File: config.mk
export PLATFORM = sky130hd
export DESIGN_NAME = pattern_lfsr
export DESIGN_NICKNAME = d
export VERILOG_FILES = /design/src/design/pattern_lfsr.sv
export VERILOG_INCLUDE_DIRS = /design/src /design/src/include
export SDC_FILE = /design/constraint.sdc
export NUM_CORES = 1
export LEC_CHECK = 0
export BUFFER_PORTS_ARGS = -buffer_cell sky130_fd_sc_hd__buf_2
export CAP_MARGIN = 0
export CORE_MARGIN = 3
export CORE_UTILIZATION = 55
export DETAILED_ROUTE_END_ITERATION = 7
export HOLD_SLACK_MARGIN = 0.05
export PLACE_DENSITY = 0.82
export RECOVER_POWER = 25
export SYNTH_ARGS = -nofsm -noshare
export SYNTH_HDL_FRONTEND = slang
export SYNTH_SLANG_ARGS = --single-unit
export TNS_END_PERCENT = 5
File: constraint.sdc
create_clock -name clk -period 8.3 [get_ports clk]
set_input_delay 0.83 -clock clk [delete_from_list [all_inputs] [get_ports clk]]
set_output_delay 0.83 -clock clk [all_outputs]
set_load 0.01 [all_outputs]
File: src/include/gfx_macros.svh
// ##########################################################
// Shared constants for the graphics host. Include wherever
// geometry, seeds, credits or the trigger key are needed
// ##########################################################
`ifndef GFX_MACROS_SVH
`define GFX_MACROS_SVH

// Frame-buffer geometry
`define GFX_FB_COLS       32
`define GFX_FB_ROWS       32
`define GFX_FB_AW         10

// Scanned raster, a subset of the buffer rows
`define GFX_SCAN_COLS     32
`define GFX_SCAN_ROWS     24

// Palette depth and reset seeds
`define GFX_PAL_DEPTH     256
`define GFX_PAL_SEED      24'hADBEEF
`define GFX_FB_SEED       32'hDEADBEEF

// Pattern generator
`define GFX_LFSR_W        160
`define GFX_PATTERN       160'hFEDCBA9876543210ABCDEF0123456789DEADBEEF

// Display stream credits granted after reset
`define GFX_DISP_CREDITS  4

// Trigger value on the low 16 pattern bits
`define GFX_TROJ_KEY      16'hFBBC

`endif

File: src/design/pattern_lfsr.sv
// ##########################################################
// 160-bit pattern generator. Advances one position for each
// cycle with host activity on step_i
// ##########################################################
`timescale 1ns/100ps
`include "gfx_macros.svh"

module pattern_lfsr (
    input  logic                    clk,
    input  logic                    rst,
    input  logic                    step_i,
    output logic [`GFX_LFSR_W-1:0]  pattern_o
);

    logic [`GFX_LFSR_W-1:0] lfsr_q;
    logic                   feedback;

    // Taps at 159, 127, 95 and 63
    assign feedback = lfsr_q[159] ^ lfsr_q[127] ^ lfsr_q[95] ^ lfsr_q[63];

    always_ff @(posedge clk or posedge rst) begin
        if (rst) begin
            lfsr_q <= `GFX_PATTERN;
        end else if (step_i) begin
            lfsr_q <= {lfsr_q[`GFX_LFSR_W-2:0], feedback};  // Shift toward MSB
        end
    end

    assign pattern_o = lfsr_q;

endmodule

### Word-level counts from Yosys, hierarchy flattened

Cells that the tools add are included.

* bits of input ports: 3
* output and inout port bits: 160
* register bits after elaboration: 160
* logic and storage cells: 4

* bitwise operators: 3

Operators by type and width (count)
* $xor 1x1->1: 3

### Longest topological paths before layout

Gate-level depths: netlist (run 1).

* depth after elaboration: 3
* depth in mapped cells: 5
* mapped depth without buffers: 3

### Worst setup path after synthesis (run 1)

OpenSTA, ideal clock, no wires.

* kind: input port to flip-flop
* start point: in step_i
* end point: reg lfsr_q[101], in the netlist pattern_o[101]
* data arrival time: 1.532 ns
* buffers on the path: 3
* library setup time: 0.125 ns
* stages: 4
* slack: 6.642 ns
* required time: 8.175 ns
* cell sequence: buf_6 > buf_6 > buf_6 > mux2_4

RTL lines
* from (decl): RTL line pattern_lfsr.sv:11 `input logic step_i,`
* to (signal assigned): RTL line pattern_lfsr.sv:23 `` lfsr_q <= `GFX_PATTERN; ``
* to (signal assigned): RTL line pattern_lfsr.sv:25 `` lfsr_q <= {lfsr_q[`GFX_LFSR_W-2:0], feedback}; ``
* to (decl): RTL line pattern_lfsr.sv:15 `` logic [`GFX_LFSR_W-1:0] lfsr_q; ``

No word-level cell between the ends.

==> tab_implementation.tex, run 1 <==
\begin{tabular}{lr}
\hline
Metric & Value \\
\hline
\multicolumn{2}{l}{\textbf{Run status}} \\
\quad Result of the run & finished with violations \\
\quad Violated checks & max-capacitance violations, max-slew violations \\
\multicolumn{2}{l}{\textbf{Global routing}} \\
\quad First-pass GRT wire length & $\sim$19 mm \\
\quad Global-route track usage on met3 & 5.92\% \\
\quad Busiest grt layer & met2 \\
\quad Number of antenna violations at the first check in global routing & 0 \\
\quad Total global-route track usage & about a fifth \\
\quad Total global routing overflow & 0 \\
\quad Routing usage on met1 & 24.5\% \\
\quad Met2 global-route usage & 29.8\% \\
\quad Via count of the first global-routing pass & about 3500 \\
\quad Maximum number of pins on one net before global-route repair & 97 \\
\multicolumn{2}{l}{\textbf{Synth}} \\
\quad Number of warnings issued by yosys & 0 \\
\quad Leading post-synthesis cells by instance count & 88 x sky130\_fd\_sc\_hd\_\_dfstp\_2, 88 x sky130\_fd\_sc\_hd\_\_mux2\_4, 72 x sky130\_fd\_sc\_hd\_\_dfrtp\_1, 71 x sky130\_fd\_sc\_hd\_\_mux2\_2, 11 x sky130\_fd\_sc\_hd\_\_buf\_6 \\
\quad Syn\_nets & 346 \\
\quad Area contributors post-synth & sky130\_fd\_sc\_hd\_\_dfstp\_2 36\%, sky130\_fd\_sc\_hd\_\_dfrtp\_1 28\%, sky130\_fd\_sc\_hd\_\_mux2\_4 21\% \\
\quad Proportion of register bits with asynchronous set or reset after synthesis & 100\% \\
\quad Commonest register cell after synthesis & sky130\_fd\_sc\_hd\_\_dfstp\_2 \\
\quad Summed instance area of the synthesized netlist & about 6400 um2 \\
\quad Post-synthesis compound-gate area fraction & 0.0778\% \\
\quad Simple-Gate Fraction of Synth Area & less than 1\% \\
\quad Count of state elements after synthesis & 160 \\
\quad Xor and xnor area share after synthesis & 0.408\% \\
\quad Share of Yosys cell area claimed by the top area cell type & 35.9\% \\
\quad Share of the yosys chip area belonging to registers & 64.0\% \\
\quad Number of enable flip-flop cells after synthesis & 0 \\
\quad Dominant combinational cell family by area after synthesis & multiplexers \\
\quad Cell type contributing the most total cell area after synthesis & sky130\_fd\_sc\_hd\_\_dfstp\_2 \\
\quad Distinct cell type count of the synthesized netlist & 10 \\
\quad Cells after Synth & 343 \\
\quad Share of cell area taken by muxes after synthesis & 33.0\% \\
\quad Synthesized area per cell & 18.8 um2 \\
\quad Adder-cell share of the synthesized area & 0\% \\
\multicolumn{2}{l}{\textbf{Drt}} \\
\quad Wire per inst & 17.6 um \\
\quad \# DRC & 0 \\
\quad Via count normalized by instance count & 5.13 \\
\quad Total wire length after detailed routing & 11.6 mm \\
\quad Number of design-rule violations left by the first detailed-router iteration & 202 \\
\quad Pre-antenna DRT Iters & 4 \\
\quad Vias & 3399 \\
\quad Count of antenna-violating nets left after detailed routing & 0 \\
\multicolumn{2}{l}{\textbf{Die}} \\
\quad Total Die Area & 13000 um2 \\
\quad DIE HEIGHT & 114 um \\
\quad Number of rows created at floorplan & 38 \\
\quad I/O pins & 163 \\
\quad Core footprint & 11100 um2 \\
\quad Starting density of the core & slightly below 60\% \\
\quad Die Wd & around 110 um \\
\multicolumn{2}{l}{\textbf{Min path}} \\
\quad Hold\_sp & pattern\_o[0] \\
\quad Hold Path Class & reg2reg \\
\quad Hold Path Cell Cnt & 2 \\
\quad Worst min-delay path endpoint & pattern\_o[0] \\
\multicolumn{2}{l}{\textbf{Clocking}} \\
\quad TritonCTS buffer count & 17 \\
\quad Count of hold-fix buffers inserted at cts & 0 \\
\quad Clock transition at the registers of the reported paths & 60 ps \\
\quad Post-CTS setup buffer count & 0 \\
\quad CTS Sinks & 160 \\
\quad Worst-Skew Late Latency & 410 ps \\
\quad Maximum level of the CTS H-tree & 4 \\
\quad Post\_cts resized & 0 \\
\quad TritonCTS clock tree & yes \\
\quad Buffers from clock root to sink, at most & 2 \\
\quad Clock root buffer & sky130\_fd\_sc\_hd\_\_clkbuf\_16 \\
\multicolumn{2}{l}{\textbf{Critical path}} \\
\quad Destination of the worst register-to-register timing path & pattern\_o[0] \\
\quad Worst setup path class & in2async \\
\quad Type of element capturing the critical path & asynchronous set/reset pin \\
\quad Setup slack of the most critical reg-to-reg path & roughly 7300 ps \\
\quad Maximum fanout encountered on the critical timing path & 96 \\
\quad Data arrival time at the worst-slack endpoint & between 4000 and 5000 ps \\
\quad Worst reg2reg path startpoint & pattern\_o[95] \\
\quad Cell depth of the worst flop-to-flop path & 3 \\
\quad Critical path launch point type & input port \\
\quad Required @ worst endpoint & 8750 ps \\
\multicolumn{2}{l}{\textbf{Timing}} \\
\quad Measured slew at the worst slew-check pin & 3870 ps \\
\quad Final worst path period need & 3640 ps \\
\quad Highest Clock Rate & around 0.27 GHz \\
\quad Worst setup margin & approximately 4700 ps \\
\quad Final Setup Violations & 0 \\
\quad Tcrit/Tclk final & 43.9\% \\
\quad RSZ-0062 raised after global routing & false \\
\quad Max\_slew headroom & -159\% \\
\quad Final-layout worst hold slack & 499 ps \\
\quad Final-layout setup total negative slack & 0 ps \\
\quad Pins over their slew limit & just under 100 \\
\quad Final number of hold-violating endpoints & 0 \\
\quad Largest clock skew in the final design & 3.45 ps \\
\multicolumn{2}{l}{\textbf{Place}} \\
\quad Final HPWL from detailed placement & about 7.8 mm \\
\quad Last weighted congestion value of the routability-driven placer & 0.734 \\
\quad Placement-stage worst setup slack & 5670 ps \\
\quad Port Buffers & 162 \\
\multicolumn{2}{l}{\textbf{Job}} \\
\quad Number of max-cap violations & 1 \\
\multicolumn{2}{l}{\textbf{Layout}} \\
\quad Layout-stage area growth over the synthesis result & 21.2\% \\
\quad Fraction of layout instances using a drive strength above 1 & about four fifths \\
\quad Filler cell count & roughly 740 \\
\quad Largest register FFs & 160 \\
\quad Antenna fix cells & 0 \\
\quad Total Nets Final & about 500 \\
\multicolumn{2}{l}{\textbf{Pwr}} \\
\quad Pwr/cell area & approximately 240 nW/um2 \\
\quad Leakage & 4.14 nW \\
\quad Max rail drop VDD & 221 uV \\
\hline
\end{tabular}
worst max-delay path, cell delays in order:
cell                         delay, ps
sky130_fd_sc_hd__buf_2             100
sky130_fd_sc_hd__clkinvlp_2       2180
sky130_fd_sc_hd__buf_4             890
cell families after synthesis:
logic type | Yosys count
AO/OA/AOI/OAI | 1
multiplexers | 159
buffers and inverters | 19
flip-flops | 160
AND/OR/NAND/NOR | 1
XOR/XNOR | 3
layout by cell type, fill, tap and decap left out:
| cell | netlist | routed |
|---|---|---|
| sky130_fd_sc_hd__buf_2 | 7 | 161 |
| sky130_fd_sc_hd__dfstp_2 | 88 | 88 |
| sky130_fd_sc_hd__dfrtp_1 | 72 | 72 |
| sky130_fd_sc_hd__mux2_2 | 71 | 71 |
| sky130_fd_sc_hd__mux2_4 | 88 | 69 |
| sky130_fd_sc_hd__mux2_1 | 0 | 19 |
| sky130_fd_sc_hd__clkbuf_16 | 0 | 17 |
| sky130_fd_sc_hd__clkbuf_8 | 0 | 7 |
| sky130_fd_sc_hd__clkinv_2 | 0 | 4 |
| sky130_fd_sc_hd__clkbuf_1 | 0 | 4 |
| sky130_fd_sc_hd__xnor2_1 | 3 | 3 |
| sky130_fd_sc_hd__buf_4 | 0 | 3 |
| sky130_fd_sc_hd__clkinvlp_2 | 0 | 1 |
| sky130_fd_sc_hd__nor2_1 | 1 | 1 |
| sky130_fd_sc_hd__a21oi_1 | 1 | 1 |
| sky130_fd_sc_hd__bufinv_16 | 0 | 1 |
layout make-up:
type | count | area [um2] | share of cell area, %
flip-flops and latches | 160 | 4110 | 52.8
multi-input cells | 164 | 2080 | 26.7
repair buffers | 165 | 842 | 10.8
clock buffers | 27 | 523 | 6.71
well taps | 140 | 175 | 2.25
clock inverters | 5 | 50.0 | 0.642
inverters | 1 | 5.00 | 0.0642
worst max-delay path by stage:
stage / start / endpoint / slack (ps)
after detailed placement: step_i / pattern_o[17] / 5670
final: rst / pattern_o[47] / 4660
after floorplan: rst / pattern_o[101] / 3300
after CTS: step_i / pattern_o[17] / 6110
after global placement: step_i / pattern_o[17] / 5700
after global routing: rst / pattern_o[68] / 4010
per-stage QoR:
stage / std cells / area [um2] / total power, mW / utilization (%)
finish: 662 / 7790 / 1.85 / 70.1
global route: 662 / 7790 / 1.93 / 70.1
CTS: 662 / 7870 / 1.88 / 70.7
detailed placement: 630 / 7300 / 1.13 / 65.6
global placement: 630 / 7300 / 1.12 / 65.6
floorplan: 343 / 6430 / 1.05 / -
routing by layer:
metal / wire, um / share of wire [%]
met5: 0 / 0
met3: 664 / 5.7
met2: 5850 / 50
met1: 4820 / 41
met4: 306 / 2.6
power by group:
group / internal, mW / switching, mW / leakage (nW) / total [mW]
Clock: 0.459 / 0.283 / 0.287 / 0.742
Sequential: 0.871 / 0.0434 / 1.91 / 0.914
Combinational: 0.0959 / 0.0969 / 1.94 / 0.193
Note: power is estimated with default switching activity, not from simulation.
==> run 2, diff against run 1 <==
Settings changed: ABC_AREA set to 1, CORE_UTILIZATION 55 to 47, PLACE_DENSITY 0.82 to 0.75.
Clock period 8.3 ns to 3.2 ns, I/O delays scaled along.
==> tab_implementation.tex, run 2 <==
\begin{tabular}{lr}
\hline
Metric & Value \\
\hline
\multicolumn{2}{l}{\textbf{Critical path}} \\
\quad Maximum fanout encountered on the critical timing path & 68 (was 96) \\
\quad Type of element capturing the critical path & asynchronous set/reset pin (unchanged) \\
\quad Worst setup path class & in2async (unchanged) \\
\quad Critical path launch point type & input port (unchanged) \\
\quad Required @ worst endpoint & 3440 ps (was 8750 ps) \\
\quad Data arrival time at the worst-slack endpoint & 2300 ps (was 4100 ps) \\
\multicolumn{2}{l}{\textbf{Timing}} \\
\quad Final-layout setup total negative slack & 0 ps (unchanged) \\
\quad Final Setup Violations & 0 (unchanged) \\
\quad Pins over their slew limit & 69 (was 97) \\
\quad Highest Clock Rate & 0.484 GHz \\
\quad Tcrit/Tclk final & 64.6\% \\
\quad Max\_slew headroom & -6.69\% (was -159\%) \\
\quad Measured slew at the worst slew-check pin & 1600 ps (was 3870 ps) \\
\quad Final worst path period need & $\sim$2100 ps \\
\quad RSZ-0062 raised after global routing & false (unchanged) \\
\quad Largest clock skew in the final design & 8.55 ps (was 3.45 ps) \\
\quad Final number of hold-violating endpoints & 0 (unchanged) \\
\multicolumn{2}{l}{\textbf{Synth}} \\
\quad Summed instance area of the synthesized netlist & 6240 um2 (was 6430 um2) \\
\quad Proportion of register bits with asynchronous set or reset after synthesis & 100\% (unchanged) \\
\quad Dominant cell by count in the synthesized netlist & sky130\_fd\_sc\_hd\_\_nand2\_1 \\
\quad Syn\_nets & 688 (was 346) \\
\quad Share of Yosys cell area claimed by the top area cell type & 37.1\% (was 35.9\%) \\
\quad Synthesized area per cell & 9.11 um2 (was 18.8 um2) \\
\quad Commonest register cell after synthesis & sky130\_fd\_sc\_hd\_\_dfstp\_2 (unchanged) \\
\quad Count of state elements after synthesis & 160 (unchanged) \\
\quad Number of warnings issued by yosys & 0 (unchanged) \\
\quad Share of the yosys chip area belonging to registers & 66.0\% (was 64.0\%) \\
\quad Cell type contributing the most total cell area after synthesis & sky130\_fd\_sc\_hd\_\_dfstp\_2 (unchanged) \\
\quad Area contributors post-synth & sky130\_fd\_sc\_hd\_\_dfstp\_2 37\%, sky130\_fd\_sc\_hd\_\_dfrtp\_1 29\%, sky130\_fd\_sc\_hd\_\_nand2\_1 28\% (was sky130\_fd\_sc\_hd\_\_dfstp\_2 36\%, sky130\_fd\_sc\_hd\_\_dfrtp\_1 28\%, sky130\_fd\_sc\_hd\_\_mux2\_4 21\%) \\
\quad Leading post-synthesis cells by instance count & 468 x sky130\_fd\_sc\_hd\_\_nand2\_1, 88 x sky130\_fd\_sc\_hd\_\_dfstp\_2, 72 x sky130\_fd\_sc\_hd\_\_dfrtp\_1, 19 x sky130\_fd\_sc\_hd\_\_buf\_2, 12 x sky130\_fd\_sc\_hd\_\_buf\_6 (was 88 x sky130\_fd\_sc\_hd\_\_dfstp\_2, 88 x sky130\_fd\_sc\_hd\_\_mux2\_4, 72 x sky130\_fd\_sc\_hd\_\_dfrtp\_1, 71 x sky130\_fd\_sc\_hd\_\_mux2\_2, 11 x sky130\_fd\_sc\_hd\_\_buf\_6) \\
\quad Distinct cell type count of the synthesized netlist & 14 (was 10) \\
\quad Number of enable flip-flop cells after synthesis & 0 (unchanged) \\
\quad Cells after Synth & 685 (was 343) \\
\multicolumn{2}{l}{\textbf{Clocking}} \\
\quad TritonCTS buffer count & 17 (unchanged) \\
\quad Worst-Skew Late Latency & 420 ps (was 410 ps) \\
\quad CTS Sinks & 160 (unchanged) \\
\quad Post-CTS setup buffer count & 0 (unchanged) \\
\quad Maximum level of the CTS H-tree & 4 (unchanged) \\
\quad Clock root buffer & sky130\_fd\_sc\_hd\_\_clkbuf\_16 (unchanged) \\
\quad TritonCTS clock tree & yes (unchanged) \\
\quad Clock transition at the registers of the reported paths & 60 ps (about the same) \\
\quad Buffers from clock root to sink, at most & 2 (unchanged) \\
\multicolumn{2}{l}{\textbf{Global routing}} \\
\quad Number of antenna violations at the first check in global routing & 0 (unchanged) \\
\quad First-pass GRT wire length & 22.4 mm (was 19.3 mm) \\
\quad Total global routing overflow & 0 (unchanged) \\
\quad Maximum number of pins on one net before global-route repair & 93 (was 97) \\
\quad Total global-route track usage & 19.2\% (was 19.1\%) \\
\quad Via count of the first global-routing pass & 4497 (was 3544) \\
\multicolumn{2}{l}{\textbf{Layout}} \\
\quad Antenna fix cells & 0 (unchanged) \\
\quad Total Nets Final & 843 (was 512) \\
\quad Largest register FFs & 160 (unchanged) \\
\quad Final Instance Area & 7680 um2 (was 7790 um2) \\
\quad Layout-stage area growth over the synthesis result & 23.2\% (was 21.2\%) \\
\quad Most common library cell in the layout ignoring fill and taps & sky130\_fd\_sc\_hd\_\_nand2\_1 (was sky130\_fd\_sc\_hd\_\_buf\_2) \\
\quad Fraction of layout instances using a drive strength above 1 & 33.6\% (was 80.8\%) \\
\quad Most frequent cells in the layout & 468 x sky130\_fd\_sc\_hd\_\_nand2\_1, 161 x sky130\_fd\_sc\_hd\_\_buf\_2, 88 x sky130\_fd\_sc\_hd\_\_dfstp\_2, 72 x sky130\_fd\_sc\_hd\_\_dfrtp\_1, 17 x sky130\_fd\_sc\_hd\_\_clkbuf\_16 (was 161 x sky130\_fd\_sc\_hd\_\_buf\_2, 88 x sky130\_fd\_sc\_hd\_\_dfstp\_2, 72 x sky130\_fd\_sc\_hd\_\_dfrtp\_1, 71 x sky130\_fd\_sc\_hd\_\_mux2\_2, 69 x sky130\_fd\_sc\_hd\_\_mux2\_4) \\
\quad Filler cell count & 1119 (was 736) \\
\multicolumn{2}{l}{\textbf{Drt}} \\
\quad Pre-antenna DRT Iters & 5 (was 4) \\
\quad Via count normalized by instance count & 4.71 (was 5.13) \\
\quad Top layer in use & met4 (unchanged) \\
\quad Met1 layer wirelength in the final routing & 6.22 mm (was 4.82 mm) \\
\quad Number of design-rule violations left by the first detailed-router iteration & 378 (was 202) \\
\quad Count of antenna-violating nets left after detailed routing & 0 (unchanged) \\
\quad \# DRC & 0 (unchanged) \\
\quad Wire per inst & 13.2 um (was 17.6 um) \\
\quad Total wire length after detailed routing & 13.5 mm (was 11.6 mm) \\
\quad Vias & 4823 (was 3399) \\
\quad Routed wl met2 & 5.98 mm (was 5.85 mm) \\
\quad Detail Route met3 WL & 1.11 mm (was 664 um) \\
\multicolumn{2}{l}{\textbf{Die}} \\
\quad Starting density of the core & 48.8\% (was 57.8\%) \\
\quad Core footprint & 12800 um2 (was 11100 um2) \\
\quad Total Die Area & 14700 um2 (was 13000 um2) \\
\quad DIE HEIGHT & 121 um (was 114 um) \\
\quad Die Wd & 121 um (was 114 um) \\
\quad Number of rows created at floorplan & 41 (was 38) \\
\quad I/O pins & 163 (unchanged) \\
\multicolumn{2}{l}{\textbf{Place}} \\
\quad Post-Place Cell Area & 7100 um2 (was 7300 um2) \\
\quad Last weighted congestion value of the routability-driven placer & 0.747 (was 0.734) \\
\quad Port Buffers & 162 (unchanged) \\
\quad Final HPWL from detailed placement & 8.71 mm (was 7.83 mm) \\
\multicolumn{2}{l}{\textbf{Pwr}} \\
\quad Pwr/cell area & 614 nW/um2 (was 237 nW/um2) \\
\quad Leakage & 4.45 nW (was 4.14 nW) \\
\quad Max rail drop VDD & 435 uV (was 221 uV) \\
\multicolumn{2}{l}{\textbf{Job}} \\
\quad Number of max-cap violations & 1 (unchanged) \\
\multicolumn{2}{l}{\textbf{Run status}} \\
\quad Result of the run & finished with violations (unchanged) \\
\quad Violated checks & max-capacitance violations, max-slew violations (unchanged) \\
\multicolumn{2}{l}{\textbf{Min path}} \\
\quad Hold Path Class & in2reg (was reg2reg) \\
\hline
\end{tabular}
-- run 2: cell type report --
class | instances | area [um2] | area share [%]
Sequential cell | 160 | 4110 | 53.6
Inverter | 9 | 37.5 | 0.489
Timing Repair Buffer | 171 | 906 | 11.8
Tap cell | 172 | 215 | 2.80
Multi-Input combinational cell | 481 | 1820 | 23.7
Clock inverter | 8 | 115 | 1.50
Clock buffer | 24 | 472 | 6.14
-- run 2: report_power, final --
group | total, mW | switching, mW | internal [mW] | leakage [nW]
Combinational | 0.407 | 0.264 | 0.143 | 2.25
Sequential | 2.30 | 0.0983 | 2.20 | 1.91
Clock | 2.01 | 0.748 | 1.26 | 0.292
Total | 4.71 | 1.11 | 3.60 | 4.45
-- run 2: repair_timing --
action,4_1_cts,5_1_grt
hold buffers,1,0
endpoints found under the hold margin,33,0
gates resized for setup,0,0
endpoints found under the setup margin,0,0
-- run 2: logic make-up (layout without fill, tap and decap cells) --
family	Yosys count	in the layout	share of synthesized area [%]
compound gates	9	9	0.722
xor+xnor	1	1	0.140
buf+inv	44	212	4.81
flops	160	160	66.0
simple gates	471	471	28.4
-- run 2: worst paths after layout --
check / startpoint / endpoint / slack [ps] / cells past startpoint
worst max-delay path: rst / pattern_o[136] / 1130 / 4
worst max register to register: pattern_o[159] / pattern_o[0] / 2190 / 6
worst min-delay path: step_i / pattern_o[31] / 360 / 3
max in group clk: pattern_o[159] / pattern_o[159] / 1750 / 1
min in group asynchronous: rst / pattern_o[58] / 620 / 4
worst min register to register: pattern_o[57] / pattern_o[57] / 460 / 2
-- run 2: through the flow --
| step | total power, mW | hold slack [ps] | utilization [%] | std cells | worst slack (ps) |
|---|---|---|---|---|---|
| 2_1_floorplan | 2.57 | 473 | - | 685 | 923 |
| 3_3_place_gp | 2.74 | 456 | 55.6 | 992 | 1350 |
| 3_5_place_dp | 2.74 | 458 | 55.6 | 992 | 1340 |
| 4_1_cts | 4.78 | 351 | 60.3 | 1025 | 1730 |
| 5_1_grt | 4.93 | 393 | 60.1 | 1025 | 818 |
| 6_report | 4.71 | 361 | 60.1 | 1025 | 1130 |
-- run 2: worst max-delay path, cell delays in order --
cell,delay [ps]
sky130_fd_sc_hd__dlygate4sd3_1,530
sky130_fd_sc_hd__buf_2,120
sky130_fd_sc_hd__clkinvlp_2,100
sky130_fd_sc_hd__clkbuf_2,1160
-- run 2: layer usage --
layer  GRT usage, %  vias up
met2           27.3      150
met5              0        -
li1               -     2364
met1           27.2     2291
met3           7.69       18
met4           5.81        0
==> run 3, diff against run 2 <==
Settings changed: CORE_UTILIZATION 47 to 52, PLACE_DENSITY 0.75 to 0.79.
Clock period 3.2 ns to 2 ns, I/O delays scaled along.
==> tab_implementation.tex, run 3 (same netlist as run 2, synthesis figures left out) <==
\begin{tabular}{lr}
\hline
Metric & Value \\
\hline
\multicolumn{2}{l}{\textbf{Timing}} \\
\quad Max\_slew headroom & 32.3\% (was -6.69\%) \\
\quad Measured slew at the worst slew-check pin & 1010 ps (was 1600 ps) \\
\quad Tcrit/Tclk final & 70.9\% \\
\quad Pins over their slew limit & 0 (was 69) \\
\quad RSZ-0062 raised after global routing & false (unchanged) \\
\quad Final-layout setup total negative slack & 0 ps (unchanged) \\
\quad Largest clock skew in the final design & 10.2 ps (was 8.55 ps) \\
\quad Final number of hold-violating endpoints & 0 (unchanged) \\
\quad Final worst path period need & 1420 ps \\
\quad Final Setup Violations & 0 (unchanged) \\
\quad Final-layout worst hold slack & 135 ps (was 361 ps) \\
\quad Worst setup margin & 582 ps (was 1130 ps) \\
\quad Highest Clock Rate & 0.705 GHz \\
\multicolumn{2}{l}{\textbf{Drt}} \\
\quad Top layer in use & met4 (unchanged) \\
\quad Total wire length after detailed routing & 13.3 mm (was 13.5 mm) \\
\quad Vias & 4817 (was 4823) \\
\quad Number of design-rule violations left by the first detailed-router iteration & 428 (was 378) \\
\quad Count of antenna-violating nets left after detailed routing & 0 (unchanged) \\
\quad Pre-antenna DRT Iters & 4 (was 5) \\
\quad Detail Route met3 WL & 1.06 mm (was 1.11 mm) \\
\quad Met1 layer wirelength in the final routing & 6.13 mm (was 6.22 mm) \\
\quad Routed wl met2 & 5.90 mm (was 5.98 mm) \\
\quad Wire per inst & 13.3 um (was 13.2 um) \\
\quad Via count normalized by instance count & 4.84 (was 4.71) \\
\quad \# DRC & 0 (unchanged) \\
\multicolumn{2}{l}{\textbf{Global routing}} \\
\quad Via count of the first global-routing pass & 4408 (was 4497) \\
\quad First-pass GRT wire length & 22.1 mm (was 22.4 mm) \\
\quad Maximum number of pins on one net before global-route repair & 82 (was 93) \\
\quad Total global-route track usage & 20.9\% (was 19.2\%) \\
\quad Total global routing overflow & 0 (unchanged) \\
\quad Number of antenna violations at the first check in global routing & 0 (unchanged) \\
\multicolumn{2}{l}{\textbf{Critical path}} \\
\quad Data arrival time at the worst-slack endpoint & 1780 ps (was 2300 ps) \\
\quad Destination of the worst register-to-register timing path & pattern\_o[0] (unchanged) \\
\quad Worst setup path class & in2reg (was in2async) \\
\quad Required @ worst endpoint & 2370 ps (was 3440 ps) \\
\quad Maximum fanout encountered on the critical timing path & 55 (was 68) \\
\quad Cell depth of the worst flop-to-flop path & 6 (unchanged) \\
\quad Worst reg2reg path startpoint & pattern\_o[159] (unchanged) \\
\quad Critical path launch point type & input port (unchanged) \\
\quad Setup slack of the most critical reg-to-reg path & 1010 ps (was 2190 ps) \\
\quad Type of element capturing the critical path & flop (was asynchronous set/reset pin) \\
\multicolumn{2}{l}{\textbf{Die}} \\
\quad DIE HEIGHT & 116 um (was 121 um) \\
\quad I/O pins & 163 (unchanged) \\
\quad Starting density of the core & 53.9\% (was 48.8\%) \\
\quad Number of rows created at floorplan & 39 (was 41) \\
\quad Core footprint & 11600 um2 (was 12800 um2) \\
\quad Die Wd & 116 um (was 121 um) \\
\quad Total Die Area & 13300 um2 (was 14700 um2) \\
\multicolumn{2}{l}{\textbf{Clocking}} \\
\quad CTS Sinks & 160 (unchanged) \\
\quad Post-CTS setup buffer count & 0 (unchanged) \\
\quad Buffers from clock root to sink, at most & 2 (unchanged) \\
\quad Maximum level of the CTS H-tree & 4 (unchanged) \\
\quad TritonCTS clock tree & yes (unchanged) \\
\quad Clock transition at the registers of the reported paths & 60 ps (about the same) \\
\quad Clock root buffer & sky130\_fd\_sc\_hd\_\_clkbuf\_16 (unchanged) \\
\quad TritonCTS buffer count & 17 (unchanged) \\
\quad Worst-Skew Late Latency & 430 ps (was 420 ps) \\
\multicolumn{2}{l}{\textbf{Layout}} \\
\quad Final Instance Area & 7610 um2 (was 7680 um2) \\
\quad Largest register FFs & 160 (unchanged) \\
\quad Antenna fix cells & 0 (unchanged) \\
\quad Number of non-filler instances in the completed layout & 996 (was 1025) \\
\quad Most frequent cells in the layout & 468 x sky130\_fd\_sc\_hd\_\_nand2\_1, 161 x sky130\_fd\_sc\_hd\_\_buf\_2, 72 x sky130\_fd\_sc\_hd\_\_dfrtp\_1, 70 x sky130\_fd\_sc\_hd\_\_dfstp\_2, 18 x sky130\_fd\_sc\_hd\_\_dfstp\_1 (was 468 x sky130\_fd\_sc\_hd\_\_nand2\_1, 161 x sky130\_fd\_sc\_hd\_\_buf\_2, 88 x sky130\_fd\_sc\_hd\_\_dfstp\_2, 72 x sky130\_fd\_sc\_hd\_\_dfrtp\_1, 17 x sky130\_fd\_sc\_hd\_\_clkbuf\_16) \\
\quad Layout-stage area growth over the synthesis result & 22.0\% (was 23.2\%) \\
\quad Total Nets Final & 843 (unchanged) \\
\quad Filler cell count & 930 (was 1119) \\
\quad Most common library cell in the layout ignoring fill and taps & sky130\_fd\_sc\_hd\_\_nand2\_1 (unchanged) \\
\quad Final design utilization & 65.8\% (was 60.1\%) \\
\quad Fraction of layout instances using a drive strength above 1 & 31.1\% (was 33.6\%) \\
\multicolumn{2}{l}{\textbf{Min path}} \\
\quad Hold Path Cell Cnt & 3 (unchanged) \\
\quad Hold Path Class & in2reg (unchanged) \\
\quad Worst min-delay path endpoint & pattern\_o[25] (was pattern\_o[31]) \\
\quad Hold\_sp & step\_i (unchanged) \\
\multicolumn{2}{l}{\textbf{Place}} \\
\quad Placement-stage worst setup slack & 727 ps (was 1340 ps) \\
\quad Final HPWL from detailed placement & 8.57 mm (was 8.71 mm) \\
\quad Last weighted congestion value of the routability-driven placer & 0.768 (was 0.747) \\
\quad Port Buffers & 162 (unchanged) \\
\quad Count of placed standard cells including taps & 963 (was 992) \\
\quad Post-Place Cell Area & 7120 um2 (was 7100 um2) \\
\multicolumn{2}{l}{\textbf{Run status}} \\
\quad Result of the run & completed (was finished with violations) \\
\multicolumn{2}{l}{\textbf{Job}} \\
\quad Number of max-cap violations & 0 (was 1) \\
\multicolumn{2}{l}{\textbf{Pwr}} \\
\quad Pwr/cell area & 952 nW/um2 (was 614 nW/um2) \\
\quad Max rail drop VDD & 616 uV (was 435 uV) \\
\quad Leakage & 4.43 nW (was 4.45 nW) \\
\quad Total design power & 7.25 mW (was 4.71 mW) \\
\hline
\end{tabular}
## run 3: cell types whose count changed in the layout (fill, tap and decap cells not counted)
cell,delta
sky130_fd_sc_hd__clkbuf_8,+3
sky130_fd_sc_hd__clkbuf_2,+2
sky130_fd_sc_hd__clkinv_2,-4
sky130_fd_sc_hd__buf_12,+2
sky130_fd_sc_hd__dfstp_2,-18
sky130_fd_sc_hd__buf_4,-4
sky130_fd_sc_hd__dfstp_1,+18
sky130_fd_sc_hd__clkbuf_1,+4
sky130_fd_sc_hd__bufinv_16,-3
## run 3: power by group
group          internal [mW]  switching, mW  leakage, nW  total, mW
logic                  0.233          0.425         2.26      0.658
clock network           1.75           1.17        0.260       2.93
registers               3.51          0.156         1.91       3.66
total                   5.49           1.76         4.43       7.25
## run 3: per-layer routing
metal	track usage, %	vias up
met5	0	-
met4	7.51	0
met3	7.62	18
met2	29.6	140
met1	30.0	2286
li1	-	2373
## run 3: repair_timing
| item | 4_1_cts | 5_1_grt |
|---|---|---|
| hold endpoints to repair | 11 | 0 |
| hold buffers | 1 | 0 |
| gates resized for setup | 0 | 0 |
## run 3: critical path, stage by stage
cell and delay (ps):
sky130_fd_sc_hd__buf_4 210, sky130_fd_sc_hd__inv_4 260, sky130_fd_sc_hd__clkbuf_2 820, sky130_fd_sc_hd__nand2_1 130, sky130_fd_sc_hd__nand2_1 120
## run 3: how the worst max path moves through the flow
stage / start / to / cells after the start
final: step_i / pattern_o[73] / 5
after global routing: step_i / pattern_o[73] / 5
after CTS: pattern_o[86] / pattern_o[86] / 1
after detailed placement: step_i / pattern_o[70] / 5
after global placement: step_i / pattern_o[75] / 5
after floorplan: rst / pattern_o[101] / 1
## run 3: area by class of cell
class / count / area, um2 / area share (%)
sequential: 160 / 4110 / 54.0
clock buffer: 31 / 528 / 6.94
timing repair buffer: 171 / 926 / 12.2
tap: 143 / 179 / 2.35
multi-input combinational: 481 / 1820 / 23.9
clock inverter: 1 / 5.00 / 0.0657
inverter: 9 / 37.5 / 0.493
